==> src/source/bridge_pkg.sv <==
package bridge_pkg;

  // field widths
  localparam int BYTE_W       = 8;   // command, data and reply bytes
  localparam int FRAME_BITS   = 16;  // payload bits after the start bit
  localparam int REPLY_WORD_W = 16;  // reply payload, two bytes

  // host opcodes
  localparam logic [BYTE_W-1:0] OP_IDLE     = 8'h00;  // nothing to do
  localparam logic [BYTE_W-1:0] OP_SET_ADDR = 8'h01;  // store address <= data
  localparam logic [BYTE_W-1:0] OP_WRITE    = 8'h02;  // store[addr] <= data
  localparam logic [BYTE_W-1:0] OP_READ     = 8'h03;  // reply store[data], 0
  localparam logic [BYTE_W-1:0] OP_ECHO     = 8'h30;  // link test

  // first reply byte of a link echo
  localparam logic [BYTE_W-1:0] ACK_TAG = 8'h12;

  // reply payload
  // the executor fills the two bytes and the serializer shifts the raw word.
  // byte0 sits in the low half so it leaves the link first
  typedef union packed {
    struct packed {
      logic [BYTE_W-1:0] byte1;  // second on the wire
      logic [BYTE_W-1:0] byte0;  // first on the wire
    } bytes;
    logic [REPLY_WORD_W-1:0] raw;  // LSB first shift view
  } reply_word_u;

endpackage
==> src/source/cy_cmd_bridge.sv <==
`timescale 1ns/1ns

module cy_cmd_bridge import bridge_pkg::*; #(
  parameter int DATA_DEPTH = 8  // byte store size
) (
  input  logic              sys_clk,
  input  logic              sys_rst_n,
  input  logic              cy_wu2,        // host strobe
  input  logic              cy_int0,       // host to bridge
  output logic              cy_int1,       // bridge to host
  output logic [BYTE_W-1:0] cy_cmd,        // last received command
  output logic [BYTE_W-1:0] cy_dat,        // last received data
  output logic [BYTE_W-1:0] cy_snd_data0,  // reply byte 0
  output logic [BYTE_W-1:0] cy_snd_data1,  // reply byte 1
  output logic              busy
);

  logic              bit_strobe;
  logic              frame_valid;
  logic [BYTE_W-1:0] frame_cmd;
  logic [BYTE_W-1:0] frame_dat;
  logic              cmd_pending;
  logic              cmd_done;
  logic              reply_req;
  logic              reply_ack;
  reply_word_u       reply_word;

  cmd_deserializer u_deser (
    .sys_clk     (sys_clk),
    .sys_rst_n   (sys_rst_n),
    .cy_wu2      (cy_wu2),
    .cy_int0     (cy_int0),
    .bit_strobe  (bit_strobe),
    .frame_valid (frame_valid),
    .frame_cmd   (frame_cmd),
    .frame_dat   (frame_dat)
  );

  // held bytes go straight to the pins
  cmd_buffer u_buffer (
    .sys_clk     (sys_clk),
    .sys_rst_n   (sys_rst_n),
    .frame_valid (frame_valid),
    .frame_cmd   (frame_cmd),
    .frame_dat   (frame_dat),
    .cmd_done    (cmd_done),
    .cmd_pending (cmd_pending),
    .held_cmd    (cy_cmd),
    .held_dat    (cy_dat),
    .busy        (busy)
  );

  cmd_executor #(
    .DATA_DEPTH (DATA_DEPTH)
  ) u_exec (
    .sys_clk     (sys_clk),
    .sys_rst_n   (sys_rst_n),
    .cmd_pending (cmd_pending),
    .held_cmd    (cy_cmd),
    .held_dat    (cy_dat),
    .reply_ack   (reply_ack),
    .cmd_take    (),
    .cmd_done    (cmd_done),
    .reply_req   (reply_req),
    .reply_word  (reply_word)
  );

  reply_serializer u_ser (
    .sys_clk    (sys_clk),
    .sys_rst_n  (sys_rst_n),
    .bit_strobe (bit_strobe),
    .reply_req  (reply_req),
    .reply_word (reply_word),
    .reply_ack  (reply_ack),
    .cy_int1    (cy_int1)
  );

  // executor reply bytes, byte view of the union
  assign cy_snd_data0 = reply_word.bytes.byte0;
  assign cy_snd_data1 = reply_word.bytes.byte1;

endmodule

==> src/source/reply_serializer.sv <==
`timescale 1ns/1ns

module reply_serializer import bridge_pkg::*; (
  input  logic        sys_clk,
  input  logic        sys_rst_n,
  input  logic        bit_strobe,  // synchronized host strobe
  input  logic        reply_req,
  input  reply_word_u reply_word,
  output logic        reply_ack,   // one pulse after the trailing 0
  output logic        cy_int1      // bridge to host bit
);

  // strobes in a reply: start, payload, trailing 0
  localparam int STEP_W    = $clog2(REPLY_WORD_W + 2);
  localparam int LAST_STEP = REPLY_WORD_W + 1;

  logic                    sending;
  logic                    wait_low;  // old request still up after ack
  logic [STEP_W-1:0]       step;      // strobes already used
  logic [REPLY_WORD_W-1:0] shift_q;   // payload, bit 0 goes next

  always_ff @(posedge sys_clk or negedge sys_rst_n) begin
    if (!sys_rst_n) begin
      sending   <= 1'b0;
      wait_low  <= 1'b0;
      step      <= '0;
      reply_ack <= 1'b0;
      cy_int1   <= 1'b0;
    end else begin
      reply_ack <= 1'b0;
      if (!reply_req) begin
        wait_low <= 1'b0;  // executor saw the ack
      end
      if (bit_strobe) begin
        if (!sending) begin
          if (reply_req && !wait_low) begin
            sending <= 1'b1;
            step    <= STEP_W'(1);
            cy_int1 <= 1'b1;  // start bit
          end
        end else if (step == STEP_W'(LAST_STEP)) begin
          cy_int1   <= 1'b0;  // trailing 0
          sending   <= 1'b0;
          step      <= '0;
          reply_ack <= 1'b1;
          wait_low  <= 1'b1;
        end else begin
          cy_int1 <= shift_q[0];
          step    <= step + 1'b1;
        end
      end
    end
  end

  // payload path, loaded at the start bit
  always_ff @(posedge sys_clk) begin
    if (bit_strobe) begin
      if (!sending) begin
        shift_q <= reply_word.raw;  // byte0 lands in the low bits
      end else begin
        shift_q <= {1'b0, shift_q[REPLY_WORD_W-1:1]};
      end
    end
  end

endmodule

==> src/source/cmd_executor.sv <==
`timescale 1ns/1ns

module cmd_executor import bridge_pkg::*; #(
  parameter int DATA_DEPTH = 8  // byte store entries, power of two
) (
  input  logic              sys_clk,
  input  logic              sys_rst_n,
  input  logic              cmd_pending,
  input  logic [BYTE_W-1:0] held_cmd,
  input  logic [BYTE_W-1:0] held_dat,
  input  logic              reply_ack,  // serializer sent the trailing 0
  output logic              cmd_take,   // start of a command
  output logic              cmd_done,   // end of a command
  output logic              reply_req,  // level, held until reply_ack
  output reply_word_u       reply_word
);

  localparam int ADDR_W = (DATA_DEPTH > 1) ? $clog2(DATA_DEPTH) : 1;

  logic [BYTE_W-1:0] store [DATA_DEPTH];
  logic [ADDR_W-1:0] store_addr;  // set by OP_SET_ADDR
  logic [ADDR_W-1:0] rd_idx;      // READ indexes by the data byte
  logic              in_cmd;      // current command already taken
  logic              exec_en;

  // take once per buffered frame
  assign cmd_take = cmd_pending && !in_cmd;
  // keep working until done goes out, which also covers a reply stall
  assign exec_en  = cmd_pending && !cmd_done;
  assign rd_idx   = held_dat[ADDR_W-1:0];  // low bits only

  always_ff @(posedge sys_clk or negedge sys_rst_n) begin
    if (!sys_rst_n) begin
      in_cmd <= 1'b0;
    end else if (cmd_done) begin
      in_cmd <= 1'b0;
    end else if (cmd_take) begin
      in_cmd <= 1'b1;
    end
  end

  always_ff @(posedge sys_clk or negedge sys_rst_n) begin
    if (!sys_rst_n) begin
      cmd_done   <= 1'b0;
      reply_req  <= 1'b0;
      reply_word <= '0;
      store_addr <= '0;
      for (int i = 0; i < DATA_DEPTH; i++) begin
        store[i] <= '0;  // unwritten entries read 0
      end
    end else begin
      cmd_done <= 1'b0;  // single cycle pulse
      if (reply_ack) begin
        reply_req <= 1'b0;
      end
      if (exec_en) begin
        case (held_cmd)
          OP_SET_ADDR: begin
            store_addr <= held_dat[ADDR_W-1:0];
            cmd_done   <= 1'b1;
          end
          OP_WRITE: begin
            store[store_addr] <= held_dat;
            cmd_done          <= 1'b1;
          end
          OP_READ: begin
            // wait for the link to be free
            if (!reply_req) begin
              reply_word.bytes.byte0 <= store[rd_idx];
              reply_word.bytes.byte1 <= '0;
              reply_req              <= 1'b1;
              cmd_done               <= 1'b1;
            end
          end
          OP_ECHO: begin
            if (!reply_req) begin
              reply_word.bytes.byte0 <= ACK_TAG;
              reply_word.bytes.byte1 <= held_dat;  // echo the data byte
              reply_req              <= 1'b1;
              cmd_done               <= 1'b1;
            end
          end
          default: begin
            cmd_done <= 1'b1;  // OP_IDLE or unknown, no effect
          end
        endcase
      end
    end
  end

  // serializer only acks a reply that is outstanding
  a_ack_with_req : assert property (
    @(posedge sys_clk) disable iff (!sys_rst_n)
    reply_ack |-> reply_req
  ) else $error("reply_ack with no reply outstanding");

endmodule

==> src/source/cmd_buffer.sv <==
`timescale 1ns/1ns

module cmd_buffer import bridge_pkg::*; (
  input  logic              sys_clk,
  input  logic              sys_rst_n,
  input  logic              frame_valid,  // from deserializer
  input  logic [BYTE_W-1:0] frame_cmd,
  input  logic [BYTE_W-1:0] frame_dat,
  input  logic              cmd_done,     // executor finished
  output logic              cmd_pending,  // frame waiting or running
  output logic [BYTE_W-1:0] held_cmd,     // also the cy_cmd pins
  output logic [BYTE_W-1:0] held_dat,     // also the cy_dat pins
  output logic              busy
);

  logic full;  // one entry deep

  always_ff @(posedge sys_clk or negedge sys_rst_n) begin
    if (!sys_rst_n) begin
      full     <= 1'b0;
      held_cmd <= '0;  // pins read 0 after reset
      held_dat <= '0;
    end else begin
      if (cmd_done) begin
        full <= 1'b0;  // bytes stay visible on the pins
      end else if (frame_valid && !full) begin
        full     <= 1'b1;
        held_cmd <= frame_cmd;
        held_dat <= frame_dat;
      end
      // a frame while full is dropped here
    end
  end

  assign cmd_pending = full;
  assign busy        = full;  // host waits on this between frames

  // host must honour busy
  a_no_overrun : assert property (
    @(posedge sys_clk) disable iff (!sys_rst_n)
    frame_valid |-> !full
  ) else $error("frame arrived while the command buffer was full");

  // executor only completes what it was given
  a_done_when_full : assert property (
    @(posedge sys_clk) disable iff (!sys_rst_n)
    cmd_done |-> full
  ) else $error("cmd_done with no pending command");

endmodule

==> src/source/cmd_deserializer.sv <==
`timescale 1ns/1ns

module cmd_deserializer import bridge_pkg::*; (
  input  logic              sys_clk,
  input  logic              sys_rst_n,
  input  logic              cy_wu2,       // host bit strobe, async
  input  logic              cy_int0,      // host to bridge data, async
  output logic              bit_strobe,   // one pulse per wake rising edge
  output logic              frame_valid,  // full frame this cycle
  output logic [BYTE_W-1:0] frame_cmd,
  output logic [BYTE_W-1:0] frame_dat
);

  localparam int CNT_W = $clog2(FRAME_BITS + 1);

  // wake line sync and edge detect
  logic wu2_s1;
  logic wu2_s2;
  logic wu2_q;   // delayed copy for the edge
  // data line gets one more stage so it lines up with bit_strobe
  logic int0_s1;
  logic int0_s2;
  logic int0_s3;

  logic [CNT_W-1:0]      bit_cnt;   // 0 = hunting for start bit
  logic [FRAME_BITS-1:1] shift_q;   // last 15 payload bits
  logic [FRAME_BITS-1:0] shift_nxt; // shift_q with the current bit in
  logic                  last_bit;

  always_ff @(posedge sys_clk or negedge sys_rst_n) begin
    if (!sys_rst_n) begin
      wu2_s1     <= 1'b0;
      wu2_s2     <= 1'b0;
      wu2_q      <= 1'b0;
      int0_s1    <= 1'b0;
      int0_s2    <= 1'b0;
      int0_s3    <= 1'b0;
      bit_strobe <= 1'b0;
    end else begin
      wu2_s1     <= cy_wu2;
      wu2_s2     <= wu2_s1;
      wu2_q      <= wu2_s2;
      int0_s1    <= cy_int0;
      int0_s2    <= int0_s1;
      int0_s3    <= int0_s2;
      bit_strobe <= wu2_s2 & ~wu2_q;  // rising edge, 3 clocks after the pin
    end
  end

  // LSB first, so new bits enter at the top and move down
  assign shift_nxt = {int0_s3, shift_q};
  assign last_bit  = (bit_cnt == CNT_W'(FRAME_BITS));

  always_ff @(posedge sys_clk or negedge sys_rst_n) begin
    if (!sys_rst_n) begin
      bit_cnt <= '0;
    end else if (bit_strobe) begin
      if (bit_cnt == '0) begin
        if (int0_s3) begin
          bit_cnt <= CNT_W'(1);  // start bit seen
        end
      end else if (last_bit) begin
        bit_cnt <= '0;  // frame complete, hunt again
      end else begin
        bit_cnt <= bit_cnt + 1'b1;
      end
    end
  end

  // payload shifter
  always_ff @(posedge sys_clk) begin
    if (bit_strobe && bit_cnt != '0) begin
      shift_q <= shift_nxt[FRAME_BITS-1:1];
    end
  end

  // 17th strobe of the frame
  assign frame_valid = bit_strobe & last_bit;
  assign frame_cmd   = shift_nxt[BYTE_W-1:0];           // first 8 payload bits
  assign frame_dat   = shift_nxt[FRAME_BITS-1:BYTE_W];  // last 8

  // host data must settle at least a clock ahead of the wake edge
  a_data_setup : assert property (
    @(posedge sys_clk) disable iff (!sys_rst_n)
    bit_strobe |-> $stable(int0_s3)
  ) else $error("host data changed at the wake edge");

endmodule

==> config.mk <==
export PLATFORM = sky130hd
export DESIGN_NAME = cy_cmd_bridge
export DESIGN_NICKNAME = d
export VERILOG_FILES = /design/src/source/bridge_pkg.sv /design/src/source/cy_cmd_bridge.sv /design/src/source/reply_serializer.sv /design/src/source/cmd_executor.sv /design/src/source/cmd_buffer.sv /design/src/source/cmd_deserializer.sv
export SDC_FILE = /design/constraint.sdc
export NUM_CORES = 1
export LEC_CHECK = 0
export ABC_AREA = 1
export BUFFER_PORTS_ARGS = -buffer_cell sky130_fd_sc_hd__buf_2
export CELL_PAD_IN_SITES_DETAIL_PLACEMENT = 1
export CELL_PAD_IN_SITES_GLOBAL_PLACEMENT = 1
export CORE_MARGIN = 4
export CORE_UTILIZATION = 30
export CTS_CLUSTER_DIAMETER = 30
export CTS_CLUSTER_SIZE = 24
export DETAILED_ROUTE_END_ITERATION = 10
export PLACE_DENSITY_LB_ADDON = 0.1
export SYNTH_ARGS = -nofsm -noshare
export SYNTH_HDL_FRONTEND = slang
export SYNTH_SLANG_ARGS = --single-unit
==> constraint.sdc <==
create_clock -name sys_clk -period 4.15 [get_ports sys_clk]
set_input_delay 0.415 -clock sys_clk [delete_from_list [all_inputs] [get_ports sys_clk]]
set_output_delay 0.415 -clock sys_clk [all_outputs]
set_load 0.1 [all_outputs]
==> metrics.md <==
| Metric | Value |
|---|---|
| Post-synthesis sequential area ratio | 0.5845 |
| Wire length on met2 | 8380 um |
| Status | finished clean |
| Share of layout cells above drive strength 1 | 0.1258 |
| Mean Syn Cell Area | 8.943 um^2 |
| Drt wl/cell | 16.72 um |
| Clock Pin Slew Worst Setup and Hold Paths | 0.07 ns |
| Syn Inst Count | 767 |
| Largest net degree at the start of global routing | 72 |
| Number of max-cap violations | 0 |
| Final Skew | 0.01317 ns |
| Hold_buf cts | 0 |
| ANT cells | 0 |
| Post-synth EDFFs | 31 |
| Startpoint types | flop |
| Synth top area share | 0.4487 |
| RSZ-0062 raised after global routing | false |
| CP required | 4.47 ns |
| Top FF cell, synth | dfrtp_1 |
| Final-report max-slew violation count | 0 |
| H-tree depth | 4 |
| FP Rows | 55 |
| Async S/R FF share, synth | 0.7987 |
| Core Area | 22570 um^2 |
| Final cell count without fillers | 1096 |
| IO Pins | 38 |
| Post-Syn Nets | 775 |
| Final setup viols | 0 |
| Largest cells by area after synthesis | dfrtp_1 (45%), nand2_1 (16%), edfxtp_1 (14%), o21ai_1 (4.3%), inv_1 (3.8%) |
| Hold Crit Class | primary input to flop |
| First-pass GRT wire length | 30910 um |
| CTS tree | yes |
| Mapped Area | 6859 um^2 |
| Hpwl dp | 12430 um |
| Tcrit/Tclk final | 0.6222 |
| Initial DRC count | 267 |
| Setup bufs post-CTS | 0 |
| Layout area overhead | 14.34% |
| Bufs on Longest Clock Path | 2 |
| TritonCTS Buffers | 17 |
| Initial antenna violation count | 0 |
| Nets | 806 |
| Worst-Skew Late Latency | 0.43 ns |
| Hold Path Depth | 1 |
| Hold Violations, Final | 0 |
| P_leak | 0.003677 uW |
| Distinct cells, synth | 29 |
| Post-layout util | 0.3475 |
| M1 WL | 9238 um |
| Maximum VDD drop | 0.0002581 V |
| Routed Antenna Nets | 0 |
| Largest fanout on the critical path | 26 |
| GRT Overall Usage | 0.1534 |
| CP arrival | 2.90 ns |
| Final worst setup slack | 1.568 ns |
| DIE AREA | 25350 um^2 |
| Starting Density | 0.3039 |
| PwrDens | 521.2 nW/um^2 |
| Die X | 159.2 um |
| Vias | 5102 |
| Flops & latches, synth | 154 |
| Setup slack, reg-to-reg | 1.57 ns |
| Top Metal Used | met4 |
| FF-to-FF path depth | 7 |
| Pre-CTS WS | 1.494 ns |
| Placer congestion estimate | 0.7621 |
| Sink Count | 154 |
| Slew @ Worst Pin | 0.9658 ns |
| Vias in the first global route | 5480 |
| Max Clk Rate | 387.3 MHz |
| Post-Route WL | 18320 um |
| Synth area leader | dfrtp_1 |
| Critical path type | flop to flop |
| Ys Warns | 0 |
| Crit path time final | 2.582 ns |
| Met3 wire length | 558 um |
| Vias/cell | 4.655 |
| Crit end category | flop |
| Port buffer count | 37 |
| Rel. slew slack | 0.3561 |
| Cts repair resizes | 0 |
| Root Driver | clkbuf_16 |
| DR DRC count | 0 |
| Drt first pass iters | 4 |
| Overflow after GRT | 0 |
| Chip height | 159.2 um |
| Post-route setup TNS | 0 ns |
| Placed Cells | 1064 |
[worst paths after layout]
| check | start | end |
|---|---|---|
| min | cy_wu2 | u_deser.wu2_s1 |
| max | u_buffer.held_dat[1] | u_exec.reply_word[2] |
| max reg2reg | u_buffer.held_dat[1] | u_exec.reply_word[2] |
| max in group asynchronous | sys_rst_n | u_buffer.held_cmd[6] |
| min reg2reg | u_deser.wu2_s1 | u_deser.wu2_s2 |
| min in group asynchronous | sys_rst_n | u_deser.wu2_s1 |
[cells in the mapped netlist, drive strengths merged (4+ instances only)]
cell	n
nand3	47
nor2	43
dfrtp	123
inv	72
ha	4
nand4	6
xor2	5
a21oi	17
buf	19
nand2	299
clkbuf	11
edfxtp	31
o21ai	83
[sequential cells by signal, summed over array words and instances, names as in the netlist, 3 cells and up]
register,flops
u_exec.store,64
u_exec.reply_word,16
u_ser.shift_q,16
u_deser.shift_q,15
u_buffer.held_cmd,8
u_buffer.held_dat,8
u_deser.bit_cnt,5
u_ser.step,5
u_exec.store_addr,3
[through the flow]
step	hold slack [ns]	total power, uW	area [um^2]
after floorplan	0.1194	2355	6859
after global placement	0.3360	2572	7262
after detailed placement	0.3404	2588	7262
after CTS	0.07465	4164	7843
after global routing	0.07456	4312	7843
final	0.09380	4087	7843
[critical path: stages, from the launching register on]
cell and delay, ns:
dfrtp_1 0.85, clkinv_1 0.92, nand3_1 0.36, nand2_1 0.08
nand2_1 0.06, nand2_1 0.08, nand2_1 0.07, nand2_1 0.04
[logic make-up (layout without fill, tap and decap cells)]
group / Yosys count / in the layout / synth area share
xor+xnor: 5 / 5 / 0.006384
flops: 154 / 154 / 0.5845
simple gates: 398 / 398 / 0.2548
compound gates: 101 / 101 / 0.07771
buf+inv: 105 / 149 / 0.06932
fa+ha+maj: 4 / 4 / 0.007297
[metal layers]
layer,vias up,track usage
li1,2500,-
met1,2544,0.2155
met2,50,0.2425
met3,8,0.03339
met4,0,0.03905
met5,-,0
[layout by cell type (no fill, tap or decap), types with 3 or more instances in the layout]
cell type  Yosys  final
nand4_1        6      6
xor2_1         5      5
o21ai_0       17     17
clkbuf_16      0     17
a21oi_1       17     17
nand2_1      297    297
buf_4          0      5
clkinv_1       3      3
ha_1           4      4
dfrtp_1      123    123
buf_2          9     36
nand3_4        8      8
nand3_1       37     37
inv_1         69     69
o21ai_1       59     59
inv_6          0      7
nor2_1        38     38
inv_8          0      3
o21ai_2        7      7
edfxtp_1      31     31
[power breakdown]
group | internal (uW) | total (uW) | leakage (uW) | switching, uW
registers | 1640 | 1750 | 0.00199 | 108
clock network | 852 | 1550 | 0.000286 | 697
logic | 149 | 792 | 0.00140 | 643
total | 2640 | 4090 | 0.00368 | 1450
[cell type report]
cell class	instances	area, um^2
clock buffer	17	425.4
clock inverter	15	155.1
fill	2679	14730
inverter	75	284.0
multi-input combinational	508	2375
sequential	154	4009
tap	285	356.6
timing repair buffer	42	237.7
No activity file was read; power rests on OpenSTA's default activity.
